## src/logic/ad9361_rx_pkg.sv

```systemverilog
// shared widths and sample, channel-pair and status types for the dual AD9361 receive path

package ad9361_rx_pkg;

  //////////////////////////////////////////////////
  // widths
  //////////////////////////////////////////////////

  // raw ADC sample
  localparam int sample_width = 12;

  // one sample per lane in the stream word
  localparam int lane_width = 16;

  // full AXI-stream word, eight lanes
  localparam int tdata_width = 128;

  //////////////////////////////////////////////////
  // types
  //////////////////////////////////////////////////

  // one receive channel, I above Q
  typedef struct packed {
    logic [sample_width-1:0] i;
    logic [sample_width-1:0] q;
  } iq_sample_t;

  // both channels recovered from one chip frame
  typedef struct packed {
    iq_sample_t ch0;
    iq_sample_t ch1;
  } chip_pair_t;

  // sticky flags, cleared only by reset
  typedef struct packed {
    logic align_error_a;
    logic align_error_b;
    logic overflow;
  } rx_status_t;

endpackage

```

## src/logic/ad9361_dual_rx.sv

```systemverilog
// dual AD9361 receive capture, two frame demultiplexers feeding one stream packer

module ad9361_dual_rx #(
  parameter bit reverse_lanes = 1'b0,
  parameter int burst_length  = 512
) (
  input  logic                                   m_axis_clk,
  input  logic                                   reset,
  input  logic [ad9361_rx_pkg::sample_width-1:0] rx_data_a,
  input  logic                                   rx_frame_a,
  input  logic [ad9361_rx_pkg::sample_width-1:0] rx_data_b,
  input  logic                                   rx_frame_b,
  input  logic                                   m_axis_tready,
  output logic                                   m_axis_tvalid,
  output logic                                   m_axis_tlast,
  output logic [ad9361_rx_pkg::tdata_width-1:0]  m_axis_tdata,
  output ad9361_rx_pkg::rx_status_t              status
);

  import ad9361_rx_pkg::*;

  chip_pair_t pair_a;
  chip_pair_t pair_b;
  logic       valid_a;
  logic       valid_b;

  // one demux per chip
  rx_frame_demux i_demux_a (
    .m_axis_clk  (m_axis_clk),
    .reset       (reset),
    .rx_data     (rx_data_a),
    .rx_frame    (rx_frame_a),
    .pair        (pair_a),
    .pair_valid  (valid_a),
    .align_error (status.align_error_a)
  );

  rx_frame_demux i_demux_b (
    .m_axis_clk  (m_axis_clk),
    .reset       (reset),
    .rx_data     (rx_data_b),
    .rx_frame    (rx_frame_b),
    .pair        (pair_b),
    .pair_valid  (valid_b),
    .align_error (status.align_error_b)
  );

  sample_packer #(
    .reverse_lanes (reverse_lanes),
    .burst_length  (burst_length)
  ) i_packer (
    .m_axis_clk    (m_axis_clk),
    .reset         (reset),
    .pair_a        (pair_a),
    .pair_b        (pair_b),
    .valid_a       (valid_a),
    .valid_b       (valid_b),
    .m_axis_tready (m_axis_tready),
    .m_axis_tvalid (m_axis_tvalid),
    .m_axis_tlast  (m_axis_tlast),
    .m_axis_tdata  (m_axis_tdata),
    .overflow      (status.overflow)
  );

endmodule

```

## src/logic/rx_frame_demux.sv

```systemverilog
// recovers two I/Q channels from one chip's framed word bus and flags framing faults

module rx_frame_demux (
  input  logic                                  m_axis_clk,
  input  logic                                  reset,
  input  logic [ad9361_rx_pkg::sample_width-1:0] rx_data,
  input  logic                                  rx_frame,
  output ad9361_rx_pkg::chip_pair_t             pair,
  output logic                                  pair_valid,
  output logic                                  align_error
);

  import ad9361_rx_pkg::*;

  // registered input bus
  logic [sample_width-1:0] data_q;
  logic                    frame_q;
  logic                    frame_prev;

  // word position inside a frame
  logic                    active;
  logic [1:0]              phase;

  logic                    frame_start;
  logic                    level_ok;

  //////////////////////////////////////////////////
  // input sampling
  //////////////////////////////////////////////////

  always_ff @(posedge m_axis_clk) begin
    data_q <= rx_data;
  end

  always_ff @(posedge m_axis_clk) begin
    if (reset) begin
      frame_q    <= 1'b0;
      frame_prev <= 1'b0;
    end else begin
      frame_q    <= rx_frame;
      frame_prev <= frame_q;
    end
  end

  // I0 is the first high word after a low one
  assign frame_start = frame_q & ~frame_prev;

  // high on word 1, low on words 2 and 3
  assign level_ok = (frame_q == (phase == 2'd1));

  //////////////////////////////////////////////////
  // phase tracking and capture
  //////////////////////////////////////////////////

  always_ff @(posedge m_axis_clk) begin
    if (reset) begin
      active      <= 1'b0;
      phase       <= 2'd0;
      pair_valid  <= 1'b0;
      align_error <= 1'b0;
    end else begin
      pair_valid <= 1'b0;
      if (!active) begin
        if (frame_start) begin
          active <= 1'b1;
          phase  <= 2'd1;
        end
      end else if (!level_ok) begin
        // partial frame is thrown away
        active      <= 1'b0;
        phase       <= 2'd0;
        align_error <= 1'b1;
      end else if (phase == 2'd3) begin
        active     <= 1'b0;
        phase      <= 2'd0;
        pair_valid <= 1'b1;
      end else begin
        phase <= phase + 2'd1;
      end
    end
  end

  // sample slots, written as each word goes by
  always_ff @(posedge m_axis_clk) begin
    if (!active && frame_start) begin
      pair.ch0.i <= data_q;
    end
    if (active) begin
      case (phase)
        2'd1:    pair.ch0.q <= data_q;
        2'd2:    pair.ch1.i <= data_q;
        2'd3:    pair.ch1.q <= data_q;
        default: pair.ch0.q <= pair.ch0.q;
      endcase
    end
  end

endmodule

```

## src/logic/sample_packer.sv

```systemverilog
// packs both chips' channel pairs into one 128-bit AXI-stream word with burst framing

module sample_packer #(
  parameter bit reverse_lanes = 1'b0,
  parameter int burst_length  = 512
) (
  input  logic                                  m_axis_clk,
  input  logic                                  reset,
  input  ad9361_rx_pkg::chip_pair_t             pair_a,
  input  ad9361_rx_pkg::chip_pair_t             pair_b,
  input  logic                                  valid_a,
  input  logic                                  valid_b,
  input  logic                                  m_axis_tready,
  output logic                                  m_axis_tvalid,
  output logic                                  m_axis_tlast,
  output logic [ad9361_rx_pkg::tdata_width-1:0] m_axis_tdata,
  output logic                                  overflow
);

  import ad9361_rx_pkg::*;

  localparam int lane_count  = tdata_width / lane_width;
  localparam int count_width = $clog2(burst_length);

  // samples in lane order, index 7 is the top lane
  logic [sample_width-1:0] lane_sample [lane_count];
  logic [tdata_width-1:0]  packed_word;

  logic                    joint_valid;
  logic                    transfer;
  logic                    load;
  logic                    drop;

  logic [count_width-1:0]  burst_count;
  logic                    end_burst;

  //////////////////////////////////////////////////
  // lane mapping
  //////////////////////////////////////////////////

  assign lane_sample[7] = pair_a.ch0.i;
  assign lane_sample[6] = pair_a.ch0.q;
  assign lane_sample[5] = pair_a.ch1.i;
  assign lane_sample[4] = pair_a.ch1.q;
  assign lane_sample[3] = pair_b.ch0.i;
  assign lane_sample[2] = pair_b.ch0.q;
  assign lane_sample[1] = pair_b.ch1.i;
  assign lane_sample[0] = pair_b.ch1.q;

  for (genvar k = 0; k < lane_count; k++) begin : g_lane
    // mirrored order takes the sample from the opposite end
    localparam int src = reverse_lanes ? (lane_count - 1 - k) : k;

    assign packed_word[k*lane_width +: lane_width] =
      {{(lane_width - sample_width){1'b0}}, lane_sample[src]};
  end

  //////////////////////////////////////////////////
  // holding register and flow control
  //////////////////////////////////////////////////

  assign joint_valid = valid_a & valid_b;
  assign transfer    = m_axis_tvalid & m_axis_tready;

  // register is free when empty or emptying this cycle
  assign load = joint_valid & (~m_axis_tvalid | m_axis_tready);
  assign drop = joint_valid & m_axis_tvalid & ~m_axis_tready;

  always_ff @(posedge m_axis_clk) begin
    if (reset) begin
      m_axis_tvalid <= 1'b0;
    end else if (load) begin
      m_axis_tvalid <= 1'b1;
    end else if (transfer) begin
      m_axis_tvalid <= 1'b0;
    end
  end

  always_ff @(posedge m_axis_clk) begin
    if (load) begin
      m_axis_tdata <= packed_word;
    end
  end

  // held word wins, the new one is lost
  always_ff @(posedge m_axis_clk) begin
    if (reset) begin
      overflow <= 1'b0;
    end else if (drop) begin
      overflow <= 1'b1;
    end
  end

  //////////////////////////////////////////////////
  // burst counter
  //////////////////////////////////////////////////

  assign end_burst = (burst_count == count_width'(burst_length - 1));

  always_ff @(posedge m_axis_clk) begin
    if (reset) begin
      burst_count <= '0;
    end else if (transfer) begin
      if (end_burst) begin
        burst_count <= '0;
      end else begin
        burst_count <= burst_count + 1'b1;
      end
    end
  end

  assign m_axis_tlast = m_axis_tvalid & end_burst;

endmodule

```

## config.mk

```make
export PLATFORM = sky130hd
export DESIGN_NAME = ad9361_dual_rx
export DESIGN_NICKNAME = d
export VERILOG_FILES = /design/src/logic/ad9361_rx_pkg.sv /design/src/logic/ad9361_dual_rx.sv /design/src/logic/rx_frame_demux.sv /design/src/logic/sample_packer.sv
export SDC_FILE = /design/constraint.sdc
export NUM_CORES = 1
export LEC_CHECK = 0
export BUFFER_PORTS_ARGS = -buffer_cell sky130_fd_sc_hd__buf_2
export CAP_MARGIN = 20
export CORE_MARGIN = 4
export CORE_UTILIZATION = 48
export DETAILED_ROUTE_END_ITERATION = 16
export PLACE_DENSITY = 0.71
export REMOVE_ABC_BUFFERS = 1
export SYNTH_ARGS = -nofsm -noshare
export SYNTH_HDL_FRONTEND = slang
export SYNTH_SLANG_ARGS = --single-unit
```

## constraint.sdc

```tcl
create_clock -name m_axis_clk -period 5 [get_ports m_axis_clk]
set_input_delay 0.75 -clock m_axis_clk [delete_from_list [all_inputs] [get_ports m_axis_clk]]
set_output_delay 0.75 -clock m_axis_clk [all_outputs]
set_load 0.02 [all_outputs]
```

Word-level counts from Yosys, hierarchy flattened

Cells that the tools add are included.

Register bits after elaboration: 241
Input port bits: 29
Output and inout bits: 133
Logic and storage cells: 93

$add $sub $neg: 3
Equal/unequal tests: 9
Muxes and demuxes: 21
Bitwise logic cells: 17
Reductions and logical operators: 17

Operators by type and width:

| cell                                          | count |
|---|---|
| two-way mux 2 bit                             | 8 |
| AND reduction 2 bit                           | 8 |
| two-way mux 1 bit                             | 12 |
| adder 9 x 1 -> 9 bit, second input constant   | 1 |
| == test 9 bit, second input constant          | 1 |
| two-way mux 9 bit                             | 1 |
| bitwise AND 1 bit                             | 8 |
| == test 2 bit, second input constant          | 4 |
| NOT 1 bit                                     | 8 |
| nonzero test 2 bit                            | 3 |
| OR reduction 3 bit                            | 2 |
| adder 2 x 1 -> 2 bit, second input constant   | 2 |
| == test 2 x 1 -> 1 bit, second input constant | 2 |
| == test 1 bit                                 | 2 |
| logical AND 1 bit                             | 2 |
| logical NOT 1 bit                             | 2 |
| bitwise OR 1 bit                              | 1 |

Logic depth before layout (Yosys ltp)

Gate-level depths: netlist of the first run.

Depth in word-level cells: 4
Gate-level depth with buffers: 7
Mapped depth without buffers: 7

Hierarchy

From an unflattened synthesis of the first run, not the netlist that was laid out.

Cells, all modules: 382
Area total of the unflattened synthesis: 7699.9 µm²

Modules (own cells, without submodules):

| module         | times used | cells each | area an instance (µm²) | sequential area each (µm²) |
|---|---|---|---|---|
| rx_frame_demux | 2          | 95         | 2014.4                 | 1821.7 |
| sample_packer  | 1          | 192        | 3671.0                 | 3103.0 |

Worst setup path after synthesis of the first run

Ideal clock, no wire load.

Kind: input-to-reg
Start: input m_axis_tready
End: register i_packer.m_axis_tdata[0] (netlist bit) (enable)
Setup time: 553 ps
Data arrival time: 4941 ps
Required time: 4447 ps
Path slack: -494 ps
Stages: 3
Buffers on the path: 1
Path through: buf_6 > nor2b_1 > nor2_1

Word-level cells in the longest chain between the ends: 2

RTL lines:

| item                 | line                 | RTL |
|---|---|---|
| start, declared      | ad9361_dual_rx.sv:13 | `input logic m_axis_tready,` |
| bitwise OR 1 bit     | sample_packer.sv:66  | `assign load = joint_valid & (~m_axis_tvalid \| m_axis_tready);` |
| bitwise AND 1 bit    | sample_packer.sv:66  |  |
| via i_packer.load    | sample_packer.sv:31  | `logic load;` |
| end signal, assigned | sample_packer.sv:81  | `m_axis_tdata <= packed_word;` |
| end, declared        | sample_packer.sv:16  | `output logic [ad9361_rx_pkg::tdata_width-1:0] m_axis_tdata,` |

The timed path passes the listed nets, and every way through them passes these cells.
A chain may end at the register's enable or synchronous reset.

Final worst setup path of the first run

Start: register i_packer.burst_count[1]
End: output m_axis_tlast

Word-level cells in the longest chain between the ends: 2

RTL lines:

| item                   | line                 | RTL |
|---|---|---|
| start, declared        | sample_packer.sv:34  | `logic [count_width-1:0] burst_count;` |
| start signal, assigned | sample_packer.sv:107 | `burst_count <= burst_count + 1'b1;` |
| == test 9 bit          | sample_packer.sv:98  | `assign end_burst = (burst_count == count_width'(burst_length - 1));` |
| bitwise AND 1 bit      | sample_packer.sv:112 | `assign m_axis_tlast = m_axis_tvalid & end_burst;` |
| end, declared          | ad9361_dual_rx.sv:15 | `output logic m_axis_tlast,` |

No other way between the ends.

==> flow_metrics.tcl, run 1 <==
set metrics [dict create \
    met1_usage 0.157 \
    rows 46 \
    yosysWarnings 0 \
    holdBufCountCts 0 \
    synthFlopType "edfxtp_1" \
    first_pass_iters 5 \
    crit_top_cell "ha_1" \
    io_buffers 129 \
    fmax_mhz 385 \
    gp_congestion 0.814 \
    crit_slowest_cell "dfxtp_1" \
    cellPowerDensity_mw_per_mm2 417 \
    first_global_vias 3523 \
    start_kind "register" \
    fin_nets 568 \
    synth-edff-count 192 \
    final_util 0.582 \
    vias 3498 \
    netlist_instances 382 \
    die_w_um 135 \
    p_leak_nw 3.37 \
    crit_path_end_kind "primary output" \
    synth-seq-area-share 0.876 \
    cp_top_family "flip-flops" \
    worst_slew_pin_slew_ns 0.738 \
    area_delta_synth_final_pct 19.1 \
    htreeDepth 1 \
    coreArea_mm2 0.0158 \
    async_reset_ff_frac 0 \
    antenna_found_initial 0 \
    antennaDiodeCount 0 \
    grt_usage 0.129 \
    clock_skew_ns 0.00554 \
    synth_cell_types 33 \
    cts_max_path_buffers 3 \
    hold_ws_ns 0.369 \
    io_pins 162 \
    finalSetupViolations 0 \
    grt_use_met3 0.0246 \
    die_height_um 135 \
    die_area_mm2 0.0181 \
    clkLatencyLatePin_ns 0.48 \
    cp.required_ns 4.25 \
    viasPerCell 4.59 \
    detail_route.wl_per_cell_um 15.8 \
    final_common_cell "edfxtp_1" \
    dpl.hpwl_um 7870 \
    fin_crit_sh 0.519 \
    clock_sinks 241 \
    initial_core_util 0.488 \
    grt.busiest_layer "met2" \
    cts_tree "yes" \
    ys_ff_latch 241 \
    hp-class "primary input to register" \
    cts_resized 0 \
    grt_max_degree 97 \
    maxSlewViolCount 0 \
    critPathBufInv 1 \
    cts-root-buf "clkbuf_16" \
    cts_buffers 23 \
    ir_drop_mv 0.205 \
    n_fill_cell 1198 \
    post-route-min-period_ns 2.59 \
    status "finished clean" \
    syn-cell-area_mm2 0.00770 \
    drtIter0Drc 234 \
    hold_violations 0 \
    cts_setup_buffers 0 \
    worstPathArrival_ns 1.84 \
    path_clk_slew_ns 0.06 \
    grt_overflow 0 \
    drive_above_1_share 0.306 \
    drc 0 \
    crit_type "register to primary output" \
    maxSlewHeadroom 0.508 \
    crit_chain "ha_1, nand3_1, nor2_1, ha_1, and2_1, buf_2" \
    drt_wl_total_um 12000 \
    grt_util_met2 0.233 \
    maxCapViolCount 0 \
    grt_pass1_wl_um 18600 \
    ant_nets 0 \
    rsz0062_at_grt "no" \
    syn_avg_cell_area_um2 20.2 \
    crit_fanout 3 \
    mostFrequentLayoutCells "edfxtp_1 (192), buf_2 (129), dfxtp_1 (49)" \
    max_stage_delay_ns 0.40 \
]
==> cell usage after synthesis, types with 2 or more instances <==
| library cell | count | area share |
|---|---|---|
| o31ai_1 | 3 | 0.0029 |
| nor2_1 | 8 | 0.0039 |
| nand2_1 | 5 | 0.0024 |
| and2_1 | 7 | 0.0057 |
| dfxtp_1 | 49 | 0.13 |
| and4b_1 | 2 | 0.0026 |
| inv_1 | 10 | 0.0049 |
| nand3_1 | 5 | 0.0033 |
| or3_1 | 4 | 0.0033 |
| nand2b_1 | 5 | 0.0041 |
| xnor2_1 | 2 | 0.0023 |
| a21oi_1 | 13 | 0.0085 |
| nand4_1 | 2 | 0.0016 |
| buf_4 | 36 | 0.035 |
| edfxtp_1 | 192 | 0.75 |
| ha_1 | 9 | 0.015 |
| a31oi_1 | 2 | 0.0016 |
| nand3b_1 | 5 | 0.0049 |
| o21ai_0 | 4 | 0.0026 |
| nor2b_1 | 6 | 0.0049 |
==> where the power goes <==
part	internal [mW]	leakage (nW)	total [mW]	switching, mW
Sequential	2.18	2.14	2.20	0.0189
Clock	0.896	0.331	1.55	0.657
Combinational	0.0188	0.897	0.0683	0.0495
Total	3.10	3.37	3.82	0.725
==> state kept, by name, indices dropped and copies added, names as in the netlist <==
register,count
i_demux_a.frame_q,1
i_demux_b.align_error,1
i_demux_a.pair,48
i_packer.m_axis_tvalid,1
i_packer.overflow,1
i_demux_a.frame_prev,1
i_demux_b.pair_valid,1
i_demux_b.data_q,12
i_demux_b.frame_prev,1
i_demux_a.phase,2
i_demux_b.pair,48
i_demux_b.phase,2
i_demux_a.active,1
i_packer.burst_count,9
i_demux_a.data_q,12
i_demux_b.frame_q,1
i_packer.m_axis_tdata,96
i_demux_b.active,1
i_demux_a.pair_valid,1
i_demux_a.align_error,1
==> stage by stage <==
stage | setup TNS, ns | power (mW) | setup slack [ns] | area, um2 | cells
after global placement | 0 | 2.31 | 2.56 | 8450 | 720
after global routing | 0 | 3.97 | 2.26 | 9170 | 762
after floorplan | -35.47 | 2.28 | -0.369 | 7520 | 374
after detailed placement | 0 | 2.31 | 2.48 | 8450 | 720
final | 0 | 3.82 | 2.41 | 9170 | 762
after CTS | 0 | 3.86 | 2.38 | 9140 | 761
==> cells by family (layout without fill, tap and decap cells) <==
kind of cell	Yosys count	in the layout	synth area share
AOI/OAI and AO/OA	26	26	0.0200
xor gates and xnor gates	3	3	0.00341
adders and majority gates	9	9	0.0146
buffers and inverters	49	182	0.0426
DFF	241	241	0.876
muxes	1	1	0.00130
other	1	32	0.000487
and+or+nand+nor	52	52	0.0411
==> metal layers <==
metal,up-vias,part of all wire
met5,-,0
met4,0,0.020
met3,17,0.057
met2,124,0.53
met1,1712,0.39
li1,1645,-
==> area by class of cell <==
type / count / area (um2) / area share
inverters: 10 / 37.5 / 0.00409
well taps: 216 / 270 / 0.0295
clock buffers: 34 / 647 / 0.0705
clock inverters: 7 / 42.5 / 0.00464
multi-input cells: 123 / 747 / 0.0814
flip-flops and latches: 241 / 6750 / 0.736
repair buffers: 131 / 681 / 0.0742
==> path summary, 6_finish.rpt <==
path / from / to / slack (ns) / cells after the start
max reg2reg: i_packer.m_axis_tvalid / i_packer.m_axis_tdata[91] / 3.16 / 4
min reg2reg: i_demux_a.pair[1] / i_packer.m_axis_tdata[65] / 0.42 / 0
max: i_packer.burst_count[1] / m_axis_tlast / 2.41 / 6
min: rx_data_a[2] / i_demux_a.data_q[2] / 0.37 / 1
(Power assumes the default switching activity.)
==> run 2, diff against run 1 <==
CORE_UTILIZATION = 53   (was 48)
PLACE_DENSITY = 0.75   (was 0.71)
clock period = 2.5 ns   (was 5 ns; I/O delays follow)
==> run 2 against run 1 <==
Net effect:
- sequential power is 100% higher
- final cell count is 2.0% lower
- final area is 1.5% higher
- clock skew is 0.0046 ns higher
- largest power group unchanged
==> flow_metrics.tcl, run 2 (same netlist as run 1, synthesis figures left out) <==
set metrics [dict create \
    status "finished clean" \
    max_stage_delay_ns 0.40 \
    drc 0 \
    ir_drop_mv 0.529 \
    io_buffers 129 \
    post-place-ws_ns 0.835 \
    drtIter0Drc 202 \
    clock_skew_ns 0.0102 \
    cts-root-buf "clkbuf_16" \
    rows 43 \
    cts_max_path_buffers 3 \
    rsz0062_at_grt "no" \
    area_delta_synth_final_pct 20.9 \
    fin_crit_sh 0.874 \
    detail_route.wl_per_cell_um 16.9 \
    maxCapViolCount 0 \
    drt_wl_total_um 12600 \
    p_leak_nw 3.44 \
    maxSlewViolCount 0 \
    htreeDepth 1 \
    cts_buffers 23 \
    power_mw 7.61 \
    crit_type "register to primary output" \
    n_fill_cell 900 \
    vias 3581 \
    io_pins 162 \
    gp_congestion 0.837 \
    mostFrequentLayoutCells "edfxtp_1 (192), buf_2 (129), dfxtp_1 (49)" \
    first_pass_iters 4 \
    final.setup.worst_slack_ns 0.315 \
    clock_sinks 241 \
    coreArea_mm2 0.0140 \
    worst_slew_pin_slew_ns 0.708 \
    crit_fanout 3 \
    grt_overflow 0 \
    die_height_um 129 \
    die_area_mm2 0.0165 \
    worstPathArrival_ns 1.81 \
    final_common_cell "edfxtp_1" \
    first_global_vias 3615 \
    path_clk_slew_ns 0.06 \
    cp_top_family "flip-flops" \
    antennaDiodeCount 0 \
    largestRegisters "i_packer.m_axis_tdata: 96 flops, i_demux_a.pair: 48 flops, i_demux_b.pair: 48 flops" \
    viasPerCell 4.79 \
    finalSetupViolations 0 \
    antenna_found_initial 0 \
    cts_tree "yes" \
    grt_usage 0.149 \
    crit_path_end_kind "primary output" \
    hp-class "primary input to register" \
    initial_core_util 0.548 \
    crit_chain "ha_1, nand3_1, nor2_1, ha_1, and2_1, buf_2" \
    largest_register_ffs 96 \
    cp.required_ns 2.12 \
    crit_slowest_cell "dfxtp_1" \
    grt_max_degree 97 \
    cts_setup_buffers 0 \
    die_w_um 129 \
    critPathBufInv 1 \
    maxSlewHeadroom 0.528 \
    crit_top_cell "ha_1" \
    clkLatencyLatePin_ns 0.48 \
    ant_nets 0 \
    hold_violations 0 \
    cellPowerDensity_mw_per_mm2 818 \
    start_kind "register" \
    fin_nets 589 \
    post-route-min-period_ns 2.18 \
    grt_pass1_wl_um 19200 \
    drive_above_1_share 0.286 \
    fmax_mhz 458 \
    top_register "i_packer.m_axis_tdata" \
    dpl.hpwl_um 7850 \
]
run 2: cell count changes in the layout (fill, tap and decap cells not counted):
cell,previous run,this run
buf_16,1,0
clkinvlp_4,3,2
clkbuf_8,3,1
clkinv_1,0,7
buf_12,0,1
buf_4,1,0
clkbuf_1,8,5
clkinv_2,4,3
dlygate4sd3_1,0,22
run 2: stage by stage:
step / area [um2] / utilization / TNS [ns] / std cells / hold WS (ns)
finish: 9310 / 0.663 / 0 / 747 / 0.0171
global route: 9310 / 0.663 / 0 / 747 / 0.00244
CTS: 9300 / 0.662 / 0 / 746 / 0.00124
detailed placement: 8420 / 0.600 / 0 / 684 / 0.405
global placement: 8420 / 0.600 / 0 / 684 / 0.401
floorplan: 7520 / - / -261.19 / 374 / 0.400
run 2: area by class of cell:
class	instances	area, um2	share of cell area
sequential	241	6750	0.725
timing repair buffer	152	886	0.0952
multi-input combinational	123	747	0.0803
clock buffer	29	608	0.0653
tap	180	225	0.0242
clock inverter	12	56.3	0.00605
inverter	10	37.5	0.00403
run 2: timing repair:
item                                   in CTS  in global routing
setup endpoints to repair                   0                  0
gates resized for setup                     0                  0
endpoints found under the hold margin      21                  1
hold buffers                               21                  1
run 2: final timing paths:
| path | slack, ns | to | start | depth (start not counted) |
|---|---|---|---|---|
| max | 0.32 | m_axis_tlast | i_packer.burst_count[1] | 6 |
| min | 0.02 | i_demux_a.data_q[0] | rx_data_a[0] | 1 |
| max reg2reg | 0.89 | i_packer.burst_count[3] | i_packer.burst_count[1] | 7 |
| min reg2reg | 0.41 | i_packer.m_axis_tdata[103] | i_demux_a.pair[31] | 0 |
run 2: where the power goes:
part | total [mW] | internal (mW) | switching (mW)
sequential | 4.41 | 4.37 | 0.0394
clock | 3.04 | 1.71 | 1.33
combinational | 0.164 | 0.0601 | 0.104
run 2: per-layer routing:
metal / GRT usage / part of all wire / vias up
li1: - / - / 1694
met1: 0.188 / 0.39 / 1720
met2: 0.264 / 0.51 / 143
met3: 0.0270 / 0.072 / 24
met4: 0.0476 / 0.024 / 0
met5: 0 / 0 / -
